`config.mk`:
```
export PLATFORM = sky130hd
export DESIGN_NAME = mem_bridge_top
export DESIGN_NICKNAME = d
export VERILOG_FILES = /design/src/logic/mem_ctrl_pkg.sv /design/src/logic/mem_bridge_top.sv /design/src/logic/mem_word_result.sv /design/src/logic/mem_line_ctrl.sv /design/src/logic/mem_req_decode.sv
export VERILOG_INCLUDE_DIRS = /design/src /design/src/logic
export SDC_FILE = /design/constraint.sdc
export NUM_CORES = 1
export LEC_CHECK = 0
export BUFFER_PORTS_ARGS = -buffer_cell sky130_fd_sc_hd__buf_4
export CAP_MARGIN = 15
export CORE_AREA = 3 3 268 270
export DETAILED_ROUTE_END_ITERATION = 8
export DIE_AREA = 0 0 271 273
export PLACE_DENSITY_LB_ADDON = 0.12
export SETUP_SLACK_MARGIN = 0.15
export SLEW_MARGIN = 20
export SYNTH_ARGS = -nofsm -noshare
export SYNTH_HDL_FRONTEND = slang
export SYNTH_SLANG_ARGS = --single-unit
export TNS_END_PERCENT = 1
```
`constraint.sdc`:
```
create_clock -name clk -period 26.7 [get_ports clk]
set_clock_uncertainty 0.1 [all_clocks]
set_input_delay 0 -clock clk [delete_from_list [all_inputs] [get_ports clk]]
set_output_delay 0 -clock clk [all_outputs]
set_load 0.03 [all_outputs]
```
`src/logic/mem_ctrl_params.svh`:
```
// Size macros for the memory bridge: word, line and address widths, words per line
`ifndef MEM_CTRL_PARAMS_SVH
`define MEM_CTRL_PARAMS_SVH

// CPU-side word width
`define MC_WORD_W 32

// Host-side cache line width
`define MC_LINE_W 256

// Address width on both sides
`define MC_ADDR_W 32

// CPU words in one cache line
`define MC_WORDS (`MC_LINE_W / `MC_WORD_W)

`endif
```
`src/logic/mem_ctrl_pkg.sv`:
```
// Package with request kind, controller state and cache line union types
`include "mem_ctrl_params.svh"

package mem_ctrl_pkg;

	// Request kind, same encoding as the CPU op code
	// Code 2 is reserved and never becomes a request
	typedef enum logic [1:0] {
		REQ_IDLE  = 2'b00,
		REQ_READ  = 2'b01,
		REQ_WRITE = 2'b11
	} req_kind_e;

	// Controller states
	typedef enum logic [1:0] {
		ST_STARTUP = 2'b00,
		ST_READY   = 2'b01,
		ST_HOSTOP  = 2'b10,
		ST_FILL    = 2'b11
	} ctrl_state_e;

	// One cache line, seen two ways
	// Flat view for the host bus
	// Word view for the CPU side, element 0 is the least significant word
	typedef union packed {
		logic [`MC_LINE_W-1:0] flat;
		logic [`MC_WORDS-1:0][`MC_WORD_W-1:0] words;
	} cache_line_u;

endpackage

```
`src/logic/mem_bridge_top.sv`:
```
// Bridge top level: decode, execute and result stages wired to CPU and host ports
`include "mem_ctrl_params.svh"

module mem_bridge_top (
	input  logic clk,
	input  logic rst_n,
	// CPU side
	input  logic [1:0] op,
	input  logic [`MC_ADDR_W-1:0] raw_address,
	input  logic [`MC_WORD_W-1:0] cpu_wdata,
	output logic ready,
	output logic [`MC_WORD_W-1:0] cpu_rdata,
	output logic rd_valid,
	output logic tx_done,
	// Host side
	input  logic host_init,
	input  logic host_rd_ready,
	input  logic host_wr_ready,
	input  logic [`MC_ADDR_W-1:0] address_offset,
	input  logic [`MC_LINE_W-1:0] host_rdata,
	output logic [`MC_ADDR_W-1:0] host_addr,
	output logic [`MC_LINE_W-1:0] host_wdata,
	output logic host_rgo,
	output logic host_wgo,
	output logic host_re,
	output logic host_we
);
	import mem_ctrl_pkg::*;

	// Decode to execute
	logic req_pending;
	req_kind_e req_kind;
	logic req_accept;
	// Execute to result
	logic beat;
	logic [`MC_WORD_W-1:0] beat_word;
	logic beat_last;
	logic wr_done;

	mem_req_decode u_decode (
		.clk(clk),
		.rst_n(rst_n),
		.op(op),
		.raw_address(raw_address),
		.address_offset(address_offset),
		.req_accept(req_accept),
		.req_pending(req_pending),
		.req_kind(req_kind),
		.host_addr(host_addr)
	);

	mem_line_ctrl u_ctrl (
		.clk(clk),
		.rst_n(rst_n),
		.host_init(host_init),
		.host_rd_ready(host_rd_ready),
		.host_wr_ready(host_wr_ready),
		.req_pending(req_pending),
		.req_kind(req_kind),
		.cpu_wdata(cpu_wdata),
		.host_rdata(host_rdata),
		.req_accept(req_accept),
		.ready(ready),
		.host_rgo(host_rgo),
		.host_wgo(host_wgo),
		.host_re(host_re),
		.host_we(host_we),
		.host_wdata(host_wdata),
		.beat(beat),
		.beat_word(beat_word),
		.beat_last(beat_last),
		.wr_done(wr_done)
	);

	mem_word_result u_result (
		.clk(clk),
		.rst_n(rst_n),
		.beat(beat),
		.beat_word(beat_word),
		.beat_last(beat_last),
		.wr_done(wr_done),
		.cpu_rdata(cpu_rdata),
		.rd_valid(rd_valid),
		.tx_done(tx_done)
	);

endmodule

```
`src/logic/mem_word_result.sv`:
```
// Result stage: registered read word, read-valid strobe and transfer-done pulse
`include "mem_ctrl_params.svh"

module mem_word_result (
	input  logic clk,
	input  logic rst_n,
	input  logic beat,
	input  logic [`MC_WORD_W-1:0] beat_word,
	input  logic beat_last,
	input  logic wr_done,
	output logic [`MC_WORD_W-1:0] cpu_rdata,
	output logic rd_valid,
	output logic tx_done
);

	// Done when the last read word goes out
	logic done_next;

	// or one cycle after the host write
	assign done_next = (beat && beat_last) || wr_done;

	// Strobes, one cycle behind execute
	always_ff @(posedge clk or negedge rst_n) begin
		if (!rst_n) begin
			rd_valid <= 1'b0;
			tx_done <= 1'b0;
		end else begin
			rd_valid <= beat;
			tx_done <= done_next;
		end
	end

	// Read word, held between beats
	always_ff @(posedge clk) begin
		if (beat) begin
			cpu_rdata <= beat_word;
		end
	end

endmodule

```
`src/logic/mem_line_ctrl.sv`:
```
// Execute stage: controller FSM, fill counter, write bubble and cache line buffer
`include "mem_ctrl_params.svh"

module mem_line_ctrl (
	input  logic clk,
	input  logic rst_n,
	input  logic host_init,
	input  logic host_rd_ready,
	input  logic host_wr_ready,
	input  logic req_pending,
	input  mem_ctrl_pkg::req_kind_e req_kind,
	input  logic [`MC_WORD_W-1:0] cpu_wdata,
	input  logic [`MC_LINE_W-1:0] host_rdata,
	output logic req_accept,
	output logic ready,
	output logic host_rgo,
	output logic host_wgo,
	output logic host_re,
	output logic host_we,
	output logic [`MC_LINE_W-1:0] host_wdata,
	output logic beat,
	output logic [`MC_WORD_W-1:0] beat_word,
	output logic beat_last,
	output logic wr_done
);
	import mem_ctrl_pkg::*;

	localparam int CNT_W = $clog2(`MC_WORDS);
	localparam logic [CNT_W-1:0] LAST_CNT = CNT_W'(`MC_WORDS - 1);

	ctrl_state_e state;
	// Word index during fill
	logic [CNT_W-1:0] fill_cnt;
	// One-cycle pause flag
	// Set in the first host op cycle of a write, and left set after completion
	// so the finishing request is not taken again in the tx_done cycle
	logic bubble;
	cache_line_u line_buf;
	// Line buffer enables
	logic load_en;
	logic shift_en;

	// Host side always sees the whole line
	assign host_wdata = line_buf.flat;
	// Word k of the line for the read beat
	assign beat_word = line_buf.words[fill_cnt];

	// Outputs decoded from state, all inactive unless a state sets them
	always_comb begin
		ready = 1'b0;
		req_accept = 1'b0;
		host_rgo = 1'b0;
		host_wgo = 1'b0;
		host_re = 1'b0;
		host_we = 1'b0;
		beat = 1'b0;
		beat_last = 1'b0;
		wr_done = 1'b0;
		load_en = 1'b0;
		shift_en = 1'b0;
		case (state)
			ST_READY: begin
				ready = 1'b1;
				req_accept = req_pending && !bubble;
			end
			ST_HOSTOP: begin
				ready = 1'b1;
				if (req_kind == REQ_WRITE) begin
					host_wgo = 1'b1;
					// Write only after the bubble cycle
					host_we = bubble && host_wr_ready;
					wr_done = bubble && host_wr_ready;
				end else begin
					host_rgo = 1'b1;
					load_en = host_rd_ready;
				end
			end
			ST_FILL: begin
				ready = 1'b1;
				if (req_kind == REQ_WRITE) begin
					shift_en = 1'b1;
				end else begin
					host_re = 1'b1;
					beat = 1'b1;
					beat_last = (fill_cnt == LAST_CNT);
				end
			end
			default: begin
				// Startup, nothing is serviced
			end
		endcase
	end

	// State, counter and bubble
	always_ff @(posedge clk or negedge rst_n) begin
		if (!rst_n) begin
			state <= ST_STARTUP;
			fill_cnt <= '0;
			bubble <= 1'b0;
		end else begin
			case (state)
				ST_STARTUP: begin
					if (host_init) begin
						state <= ST_READY;
					end
				end
				ST_READY: begin
					// Pause lasts one ready cycle
					bubble <= 1'b0;
					if (req_accept) begin
						state <= (req_kind == REQ_WRITE) ? ST_FILL : ST_HOSTOP;
					end
				end
				ST_HOSTOP: begin
					if (host_we) begin
						// Bubble stays set, blocks the next ready cycle
						state <= ST_READY;
					end else if (host_wgo && !bubble) begin
						bubble <= 1'b1;
					end else if (load_en) begin
						state <= ST_FILL;
					end
				end
				ST_FILL: begin
					if (fill_cnt == LAST_CNT) begin
						fill_cnt <= '0;
						if (req_kind == REQ_WRITE) begin
							state <= ST_HOSTOP;
						end else begin
							state <= ST_READY;
							bubble <= 1'b1;
						end
					end else begin
						fill_cnt <= fill_cnt + 1'b1;
					end
				end
				default: begin
					state <= ST_STARTUP;
				end
			endcase
		end
	end

	// Line buffer: whole line from the host, or CPU words shifted in at the top
	always_ff @(posedge clk) begin
		if (load_en) begin
			line_buf.flat <= host_rdata;
		end else if (shift_en) begin
			for (int i = 0; i < `MC_WORDS - 1; i++) begin
				line_buf.words[i] <= line_buf.words[i+1];
			end
			line_buf.words[`MC_WORDS-1] <= cpu_wdata;
		end
	end

endmodule

```
`src/logic/mem_req_decode.sv`:
```
// Decode stage: op code screening, request kind and corrected host address latch
`include "mem_ctrl_params.svh"

module mem_req_decode (
	input  logic clk,
	input  logic rst_n,
	input  logic [1:0] op,
	input  logic [`MC_ADDR_W-1:0] raw_address,
	input  logic [`MC_ADDR_W-1:0] address_offset,
	input  logic req_accept,
	output logic req_pending,
	output mem_ctrl_pkg::req_kind_e req_kind,
	output logic [`MC_ADDR_W-1:0] host_addr
);
	import mem_ctrl_pkg::*;

	// Op code viewed as a request kind
	req_kind_e op_kind;
	// Kind held for the running transaction
	req_kind_e kind_q;

	assign op_kind = req_kind_e'(op);

	// Only read and write raise a request
	// Idle and the reserved code stay invisible to execute
	assign req_pending = (op_kind == REQ_READ) || (op_kind == REQ_WRITE);

	// Execute picks its next state in the accept cycle itself,
	// so it sees the live kind then and the held copy afterwards
	assign req_kind = req_accept ? op_kind : kind_q;

	// Kind register
	always_ff @(posedge clk or negedge rst_n) begin
		if (!rst_n) begin
			kind_q <= REQ_IDLE;
		end else if (req_accept) begin
			kind_q <= op_kind;
		end
	end

	// Corrected address, fixed for the whole transaction
	// A later offset change does not move it
	always_ff @(posedge clk) begin
		if (req_accept) begin
			host_addr <= raw_address + address_offset;
		end
	end

endmodule

```
# ---- Word-level counts from Yosys, hierarchy flattened
# Cells that the tools add are included.
# Widths: inputs -> output; s select.
dict set report word_totals {
  regBits 330
  inputBits 359
  out_inout_bits 327
  elab_cells 74
}
dict set report op_classes {
  addsub 2
  order_cmp 1
  eq_ne 15
  mux 34
  reduce_logical 13
}
# operator n
set op_table {}
lappend op_table {{$mux 256} 2}
lappend op_table {{$bmux 32 s3} 1}
lappend op_table {{$add 32x32->32} 1}
lappend op_table {{$mux 32} 1}
lappend op_table {{$mux 1} 19}
lappend op_table {{$mux 2} 8}
lappend op_table {{$reduce_and 5->1} 2}
lappend op_table {{$eq 2x2->1 const B} 4}
lappend op_table {{$ne 2x2->1 const B} 4}
lappend op_table {{$pmux 2 s4} 1}
lappend op_table {{$eq 2x1->1 const B} 2}
lappend op_table {{$logic_and 1x1->1} 4}
lappend op_table {{$lt 3x4->1 const B} 1}
lappend op_table {{$ne 2x1->1 const B} 2}
lappend op_table {{$add 3x1->3 const B} 1}
lappend op_table {{$eq 3x3->1 const B} 1}
lappend op_table {{$mux 3} 1}
lappend op_table {{$ne 3x1->1 const B} 1}
lappend op_table {{$ne 3x2->1 const B} 1}
lappend op_table {{$pmux 1 s3} 1}
lappend op_table {{$reduce_bool 3->1} 1}
lappend op_table {{$reduce_or 3->1} 1}
lappend op_table {{$logic_not 2->1} 1}
lappend op_table {{$logic_or 1x1->1} 2}
lappend op_table {{2 further kinds} 2}

# ---- Logic depth before layout (Yosys ltp)
# Gate-level depths: netlist of the first run.
dict set report depth {
  ltp_word 12
  mapped_depth 9
  depth_no_buf 9
}

# ---- By module
# Synthesis of the first run repeated with hierarchy kept, for this count alone.
dict set report hier_totals {
  cells_unflattened 1003
  area_unflattened_um2 16931.2
}
# module n_inst cells_each area_each_um2 seq_area_each_um2
set by_module_without_submodules {}
lappend by_module_without_submodules {mem_line_ctrl 1 698 13155.1 7837.5}
lappend by_module_without_submodules {mem_req_decode 1 270 2757.6 1011.0}
lappend by_module_without_submodules {mem_word_result 1 35 1018.5 1011.0}

# ---- Worst setup path after synthesis of the first run
# No wires, ideal clock.
dict set report synth_timing {
  path_kind {reg-to-reg}
  start {reg u_ctrl.bubble}
  end {reg u_ctrl.line_buf, in the netlist u_ctrl.host_wdata[0], enable pin}
  setup_ns 1.227
  arrival_time_ns 19.847
  t_required_ns 25.373
  setup_slack_ns 5.526
  stages_incl_launch_ff 6
  n_path_buf 1
  synth_period_minus_slack_ns 21.174
  path_cell_list {dfrtp_1 > nor2b_1 > and3b_1 > clkbuf_1 > a21oi_1 > o21ai_0}
}
dict set report synth_between {
  elab_chain_cells 8
  word_cells_on_any_way 10
  cone_classes {1 x eq/ne; 6 x mux; 3 x reduce/logical}
}
# item line_no
set synth_lines {}
lappend synth_lines {{from (decl)} mem_line_ctrl.sv:37} ;# logic bubble;
lappend synth_lines {{from (signal assigned)} mem_line_ctrl.sv:99} ;# bubble <= 1'b0;
lappend synth_lines {{from (signal assigned)} mem_line_ctrl.sv:109} ;# bubble <= 1'b0;
lappend synth_lines {{from (signal assigned)} mem_line_ctrl.sv:119} ;# bubble <= 1'b1;
lappend synth_lines {{$logic_not 1->1 (*)} mem_line_ctrl.sv:64} ;# req_accept = req_pending && !bubble;
lappend synth_lines {{$logic_and 1x1->1 (*)} mem_line_ctrl.sv:64}
lappend synth_lines {{$mux 1 (*)} mem_line_ctrl.sv:61} ;# case (state)
lappend synth_lines {{via req_accept} mem_bridge_top.sv:33} ;# logic req_accept;
lappend synth_lines {{$mux 2 (*)} mem_req_decode.sv:30} ;# assign req_kind = req_accept ? op_kind : kind_q;
lappend synth_lines {{$eq 2x2->1 (*)} {mem_line_ctrl.sv:68, mem_line_ctrl.sv:80}}
lappend synth_lines {{$mux 1, on equally long branches} {mem_line_ctrl.sv:80, mem_line_ctrl.sv:68}}
lappend synth_lines {{$mux 1} mem_line_ctrl.sv:61}
lappend synth_lines {{$reduce_bool 2->1 (no source line) (*)} --}
lappend synth_lines {{to (decl)} mem_line_ctrl.sv:38} ;# cache_line_u line_buf;
# The timed path passes the listed nets; every way through them passes the cells marked *.
# A chain may end at the register's enable or synchronous reset.

# ---- Worst setup path after layout of the first run
dict set report layout_timing {
  start {reg u_ctrl.bubble}
  end {reg u_ctrl.line_buf, in the netlist u_ctrl.host_wdata[227], enable pin}
}
dict set report layout_between {
  elab_chain_cells 8
  word_cells_on_any_way 10
  cone_classes {1 x eq/ne; 6 x mux; 3 x reduce/logical}
}
# item line_no
set layout_lines {}
lappend layout_lines {{$logic_not 1->1 (*)} mem_line_ctrl.sv:64}
lappend layout_lines {{$logic_and 1x1->1 (*)} mem_line_ctrl.sv:64}
lappend layout_lines {{$mux 1 (*)} mem_line_ctrl.sv:61}
lappend layout_lines {{$mux 2 (*)} mem_req_decode.sv:30}
lappend layout_lines {{$eq 2x2->1 (*)} {mem_line_ctrl.sv:68, mem_line_ctrl.sv:80}}
lappend layout_lines {{$mux 1, on equally long branches} {mem_line_ctrl.sv:80, mem_line_ctrl.sv:68}}
lappend layout_lines {{$mux 1} mem_line_ctrl.sv:61}
lappend layout_lines {{$reduce_bool 2->1 (no source line) (*)} --}
# Every way passes the cells marked *; elsewhere a longest branch is shown, timed or not.

==> impl_metrics.py, run 1 <==
metrics = {
    "drt": {
        "drt-total-wl_um": 67500,
        "drt_iter0_markers": 684,
        "dr.pass1.iters": 5,
        "avgRoutedWirePerCell_um": 22.3,
        "drcViolationCount": 0,
        "antenna_left": 0,
        "num_vias": 13300,
        "viasPerCell": 4.39,
    },
    "cells_and_area": {
        "final_util_pct": 40.3,
        "drive_above_1_share_pct": 54.4,
        "multi_input_area_mm2": 0.00663,
        "nets": 2452,
        "fill_cells": 6719,
        "seqCellArea_mm2": 0.00987,
        "syn_to_final_growth_pct": 68.4,
    },
    "global_route": {
        "antenna_found_initial": 3,
        "grt_use_total_pct": 17.6,
        "gr-total-overflow": 0,
        "grt_pass1_wl_um": 97400,
        "grt_pass1_vias": 14500,
        "grt_start_max_net_pins": 160,
    },
    "placed_design": {
        "routabilityCongestion": 0.804,
        "port_buffers": 685,
        "hpwl_um": 49100,
    },
    "clock_network": {
        "clk_pin_slew_ps": 50,
        "cts_buffers": 44,
        "htreeDepth": 2,
        "clock_path_buffers": 3,
        "cts-root-buf": "clkbuf_16",
        "cts_tree": "yes",
        "cts_setup_buffers": 0,
        "holdBufCountCts": 377,
        "clkLatencyLatePin_ps": 560,
        "cts.sinks": 330,
        "cts_resized": 0,
    },
    "synth": {
        "ys_seq_area_share_pct": 59.0,
        "synth_edf_count": 320,
        "yosysTopAreaCell": "edfxtp_1",
        "yosysWarnings": 0,
        "synth_top_area_share_pct": 57.5,
        "yosysMostFrequentCell": "edfxtp_1",
        "synthArstFlopShare_pct": 3.03,
        "synth_ff_type": "edfxtp_1",
        "ys_types": 58,
        "syn-num-nets": 1385,
        "ys_top_cells_by_count": "edfxtp_1 (320), mux2_2 (290), mux4_2 (64)",
        "synth_area_mm2": 0.0167,
        "syn_avg_cell_area_um2": 16.8,
        "synth_cells": 992,
        "ys_ff_latch": 330,
        "ys_top_cells_by_area": "edfxtp_1 (57%), mux2_2 (20%), mux4_2 (8.6%)",
    },
    "sta": {
        "hold_viol": 0,
        "rsz0062_at_grt": "no",
        "slew_viol_final": 0,
        "setup_tns_ps": 0,
        "fmax_ghz": 0.255,
        "finalSetupViolCount": 0,
        "finalCritPeriodShare_pct": 14.7,
        "period_needed_ps": 3920,
        "worst_pin_slew_ps": 1350,
        "relSlewSlack_pct": 10.1,
    },
    "run": {
        "drv_cap": 0,
    },
    "min_path": {
        "hp-class": "input port to flop",
    },
    "status": {
        "status": "completed",
    },
    "worst_setup_path": {
        "path_buf_inv": 2,
        "endpoint_kind": "flop",
        "critical-path-top-delay-family": "buffers and inverters",
        "crit_path_start_kind": "flop",
        "cp_cell_sequence": "nor2b_1 > and3b_2 > a21oi_1 > o21ai_4 > buf_4 > buf_4",
        "cp.required_ps": 26780,
        "cp_common_cell": "buf_4",
        "cp_slowest_stage_delay_ps": 850,
        "cp_max_fo": 56,
        "worst_path_max_delay_cell": "and3b_2",
        "crit_arrival_ps": 4010,
        "criticalPathCategory": "flop to flop",
    },
    "pwr": {
        "total_leakage_power_nw": 11.2,
        "ir_worst_vdd_v": 0.000124,
        "finalPower_w": 0.00355,
        "power.density_mw_per_mm2": 126,
    },
    "floorplan": {
        "fp.dieH_um": 273,
        "ioPinCount": 686,
        "num_rows": 97,
        "core_mm2": 0.0698,
        "floorplan.initialDensity_pct": 24.0,
        "die_w_um": 271,
        "die_area_mm2": 0.0740,
    },
}
-- logic make-up (layout without fill, tap and decap cells) --
family	Yosys count	count (layout)	synth area share, %
muxes	354	354	28.2
other	0	2	0
and+or+nand+nor	86	86	2.45
DFF	330	330	59.0
AOI/OAI and AO/OA	103	103	4.83
buffers and inverters	56	1157	1.47
xor gates and xnor gates	29	29	1.52
adders and majority gates	34	34	2.59
-- through the flow --
step / setup WS, ps / cell area [um2] / hold WS [ps] / instances
after floorplan: 5530 / 16700 / -396 / 992
after global placement: 22860 / 22900 / -255 / 2576
after detailed placement: 22760 / 22900 / -254 / 2576
after CTS: 22750 / 28100 / 5.26 / 3033
after global routing: 22470 / 28100 / 78.8 / 3034
final: 22780 / 28200 / 58.7 / 3035
-- state kept, by name, summed over array words and instances, names as in the netlist --
name,flops
u_decode.host_addr,32
u_result.tx_done,1
u_decode.kind_q,2
u_result.rd_valid,1
u_result.cpu_rdata,32
u_ctrl.bubble,1
u_ctrl.state,2
u_ctrl.host_wdata,256
u_ctrl.fill_cnt,3
-- where the power goes --
group,internal (W),switching [W]
Clock,0.000363,0.000236
Sequential,0.000990,0.000224
Combinational,0.000737,0.000998
-- layout make-up --
cell class / instances / share of cell area [%]
tap: 940 / 4.18
multi-input combinational: 606 / 23.6
timing repair buffer: 1071 / 32.0
clock buffer: 56 / 4.22
clock inverter: 24 / 0.893
antenna: 2 / 0.0178
inverter: 6 / 0.0800
sequential: 330 / 35.1
-- worst reg2reg max path: cells and delay by family, from the launching register on --
kind | cells | cell delay [ps]
flops | 1 | 400
simple gates | 2 | 1100
buf+inv | 2 | 1360
compound gates | 2 | 560
-- per-layer routing --
metal	vias up	wire, um	global-route usage (%)
met2	444	34900	31.7
met1	6654	26600	20.4
met4	2	1370	4.57
li1	6145	-	-
met3	78	4670	5.10
met5	-	13	0
-- cells in the final DEF, fill, tap and decap left out, types with 3 or more instances in the layout --
master / instances
a211oi_1: 6
a21o_1: 7
a21oi_1: 28
a21oi_4: 3
buf_4: 692
bufinv_16: 5
clkbuf_1: 10
clkbuf_16: 46
clkinv_1: 10
clkinv_2: 6
dfrtp_1: 7
dlygate4sd3_1: 377
edfxtp_1: 320
ha_1: 33
inv_1: 6
mux2_2: 290
mux4_2: 64
nand2_1: 29
nand2b_1: 3
nand3_1: 8
nand4_1: 4
nor2_1: 21
nor2b_1: 4
nor3_1: 4
o211ai_1: 5
o21a_1: 3
o21ai_0: 15
o31ai_1: 3
xnor2_1: 15
xor2_1: 14
-- worst paths after layout --
path                       cells past startpoint                               end                         start  slack, ps
setup reg to reg                               6  u_ctrl.host_wdata[227]$_DFFE_PP_     u_ctrl.bubble$_DFFE_PN0P_      22780
hold reg to reg                                1      u_decode.kind_q[0]$_DFF_PN0_  u_decode.kind_q[0]$_DFF_PN0_        410
max in group asynchronous                      3    u_ctrl.fill_cnt[0]$_DFFE_PN0P_                         rst_n      25730
min in group asynchronous                      3       u_result.rd_valid$_DFF_PN0_                         rst_n        380
setup / recovery                               6  u_ctrl.host_wdata[227]$_DFFE_PP_     u_ctrl.bubble$_DFFE_PN0P_      22780
hold / removal                                 5  u_decode.host_addr[15]$_DFFE_PP_               raw_address[13]         60
(Power assumes the default switching activity.)
==> inputs of run 2 (changes only) <==
- ABC_AREA: unset -> 1
- clock period: 26.7 -> 3.35 ns (I/O delays scaled with it)
==> run 2 against run 1 <==
  * Critical path depth rose by 7
  * Combinational power rose to 6.8 times the previous value
  * Sequential power grew to 6.6 times the previous value
  * Global-route usage up 4.6 points
  * Hold slack got worse by 8.3 ps
  * Count of clock-buffer cells in the layout decreased by 4
  * Core utilization grew 3.1 points
  * Synthesized cell count increased by 120%
  * Final cell count up 38%
  * Worst setup slack lost 23000 ps
  * Cell area is 7.7% higher
  * First-iteration DRC count rose to 2.5 times the previous value
  * Largest cell class unchanged
  * Highest routed layer unchanged
==> impl_metrics.py, run 2 <==
metrics = {
    "cells_and_area": {
        "final_cell_mix": "nand2_1 (834), buf_4 (698), dlygate4sd3_1 (413)",
        "syn_to_final_growth_pct": 61.1,
        "instances_no_fill": 4197,
        "nets": 3613,
        "drive_above_1_share_pct": 27.2,
        "largest_register_ffs": 256,
        "final_common_cell": "nand2_1",
    },
    "synth": {
        "ys_seq_area_share_pct": 52.4,
        "synth_ff_type": "edfxtp_1",
        "synth_edf_count": 320,
        "yosysTopAreaCell": "edfxtp_1",
        "yosysWarnings": 0,
        "syn-num-nets": 2573,
        "syn_avg_cell_area_um2": 8.63,
        "yosysMostFrequentCell": "nand2_1",
        "ys_top_cells_by_count": "nand2_1 (835), edfxtp_1 (320), nor2_1 (238)",
        "ys_types": 39,
        "ys_top_cells_by_area": "edfxtp_1 (51%), nand2_1 (17%), nand3_1 (5.3%)",
        "ys_ff_latch": 330,
        "synthArstFlopShare_pct": 3.03,
        "synth_area_mm2": 0.0188,
        "synth_top_area_share_pct": 51.1,
        "synth_cells": 2180,
    },
    "drt": {
        "drcViolationCount": 0,
        "viasPerCell": 4.69,
        "avgRoutedWirePerCell_um": 20.6,
        "drt-total-wl_um": 86400,
        "antenna_left": 0,
        "num_vias": 19700,
        "drt_iter0_markers": 1739,
        "dr.pass1.iters": 6,
    },
    "worst_setup_path": {
        "r2r_slack_ps": 280,
        "r2r-start": "u_ctrl.state[0]$_DFFE_PN0P_",
        "cp.required_ps": 3560,
        "crit_path_start_kind": "input port",
        "cp_common_cell": "dlygate4sd3_1",
        "critical-path-top-delay-family": "buffers and inverters",
        "criticalPathCategory": "input port to flop",
        "regToRegEndpoint": "u_ctrl.host_wdata[242]$_DFFE_PP_",
        "cp_slowest_stage_delay_ps": 590,
        "crit_arrival_ps": 3320,
        "cp_max_fo": 4,
        "worst_path_max_delay_cell": "dlygate4sd3_1",
        "endpoint_kind": "flop",
        "path_buf_inv": 6,
        "rr_worst_depth": 11,
        "cp_cell_sequence": "dlygate4sd3_1 > buf_4 > ha_4 > dlygate4sd3_1 > inv_1 > nor3_2 > nand2_1 > nor2_1 > nand2_1 > nand3_1 > dlygate4sd3_1 > nand2_1 > dlygate4sd3_1",
    },
    "sta": {
        "setup_tns_ps": 0,
        "fin_ws_ps": 238,
        "rsz0062_at_grt": "yes",
        "worst_pin_slew_ps": 869,
        "slew_viol_final": 0,
        "finalSetupViolCount": 0,
        "hold_ws_ps": 50.4,
        "relSlewSlack_pct": 42.1,
        "period_needed_ps": 3110,
        "hold_viol": 0,
        "finalCritPeriodShare_pct": 92.9,
        "fmax_ghz": 0.321,
    },
    "clock_network": {
        "cts-root-buf": "clkbuf_16",
        "clock_path_buffers": 3,
        "cts_setup_buffers": 0,
        "cts.sinks": 330,
        "clkLatencyLatePin_ps": 570,
        "clk_pin_slew_ps": 60,
        "htreeDepth": 2,
        "cts_tree": "yes",
        "cts_buffers": 43,
    },
    "min_path": {
        "hold_start": "host_rd_ready",
        "worstHoldPathCells": 3,
        "hold_end": "u_ctrl.host_wdata[153]$_DFFE_PP_",
        "hp-class": "input port to flop",
    },
    "global_route": {
        "grt_pass1_vias": 19400,
        "antenna_found_initial": 6,
        "gr-total-overflow": 0,
        "grt_pass1_wl_um": 125000,
        "grt_start_max_net_pins": 138,
        "grt_use_total_pct": 22.2,
    },
    "floorplan": {
        "ioPinCount": 686,
        "die_w_um": 271,
        "core_mm2": 0.0698,
        "num_rows": 97,
        "die_area_mm2": 0.0740,
        "floorplan.initialDensity_pct": 27.0,
        "fp.dieH_um": 273,
    },
    "placed_design": {
        "hpwl_um": 61200,
        "dpl.cell_count": 3702,
        "post-place-ws_ps": 776,
        "port_buffers": 685,
        "routabilityCongestion": 0.861,
    },
    "run": {
        "drv_cap": 0,
    },
    "status": {
        "status": "completed",
    },
    "pwr": {
        "total_leakage_power_nw": 13.6,
        "power.density_mw_per_mm2": 801,
        "ir_worst_vdd_v": 0.000458,
    },
}
[run 2: cell count changes in the layout (fill, tap and decap cells not counted), moves of 11 or more]
cell | previous run | this run
nand3_2 | 1 | 91
inv_1 | 6 | 112
nand3_1 | 8 | 200
xnor2_1 | 15 | 1
mux4_2 | 64 | 0
o32ai_1 | 0 | 62
mux2_2 | 290 | 0
buf_12 | 2 | 13
nand2_1 | 29 | 834
o21ai_0 | 15 | 71
nor2_1 | 21 | 237
dlygate4sd3_1 | 377 | 413
[run 2: worst max-delay path by stage]
stage | from | end | slack, ps | depth (start not counted)
2_1_floorplan | u_ctrl.bubble$_DFFE_PN0P_ | u_ctrl.host_wdata[0]$_DFFE_PP_ | 470 | 11
3_3_place_gp | u_ctrl.fill_cnt[0]$_DFFE_PN0P_ | u_result.cpu_rdata[21]$_DFFE_PP_ | 800 | 7
3_5_place_dp | u_ctrl.state[0]$_DFFE_PN0P_ | u_ctrl.host_wdata[26]$_DFFE_PP_ | 780 | 11
4_1_cts | address_offset[29] | u_decode.host_addr[30]$_DFFE_PP_ | 180 | 13
5_1_grt | u_ctrl.state[0]$_DFFE_PN0P_ | u_ctrl.host_wdata[229]$_DFFE_PP_ | 150 | 12
6_report | address_offset[29] | u_decode.host_addr[30]$_DFFE_PP_ | 240 | 13
[run 2: cell families after synthesis]
| family | after synthesis | synth area share (%) |
|---|---|---|
| XOR/XNOR | 16 | 0.745 |
| buffers and inverters | 248 | 6.36 |
| adder cells (fa/ha/maj) | 34 | 2.30 |
| AND/OR/NAND/NOR | 1385 | 32.4 |
| flip-flops | 330 | 52.4 |
| AO/OA/AOI/OAI | 167 | 5.80 |
[run 2: area by class of cell]
class | instances | area [um2]
fill | 6882 | 39500
sequential | 330 | 9870
clock inverter | 27 | 201
antenna | 3 | 7.51
multi-input combinational | 1602 | 7810
inverter | 117 | 454
timing repair buffer | 1126 | 9680
tap | 940 | 1180
clock buffer | 52 | 1130
[run 2: timing repair]
item / CTS / global route
hold buffers: 413 / 1
endpoints found under the setup margin: 0 / 16
hold endpoints to repair: 304 / 1
gates resized for setup: 0 / 5
[run 2: worst register-to-register path, cell delays in order (launching register included)]
cell and delay, ps:
dfrtp_1 430, inv_2 80, nor2_4 160, nand3_1 150, nand2_4 140, nand2_4 70, nand2_4 100, clkinv_8 180
buf_12 290, nand3_1 480, nand2_1 80, dlygate4sd3_1 560
[run 2: per-layer routing]
layer | up-vias | share of wire, % | global-route usage, % | wire length (um)
met1 | 9348 | 43 | 29.6 | 37100
met5 | - | 0.016 | 0 | 14
li1 | 9403 | - | - | -
met2 | 799 | 46 | 35.7 | 40000
met4 | 2 | 3.7 | 7.86 | 3180
met3 | 143 | 7.1 | 4.56 | 6110
[run 2: per-stage QoR]
step | utilization (%) | power [W] | cell area (um2)
2_1_floorplan | - | 0.0145 | 18800
4_1_cts | 43.4 | 0.0245 | 30300
5_1_grt | 43.5 | 0.0256 | 30300
6_report | 43.5 | 0.0243 | 30300
3_5_place_dp | 35.6 | 0.0193 | 24800
3_3_place_gp | 35.6 | 0.0192 | 24800
[run 2: power by group]
part	total, W	switching [W]	internal, W
combinational	0.0118	0.00783	0.00398
sequential	0.00797	0.00128	0.00669
clock	0.00451	0.00194	0.00257
total	0.0243	0.0110	0.0132
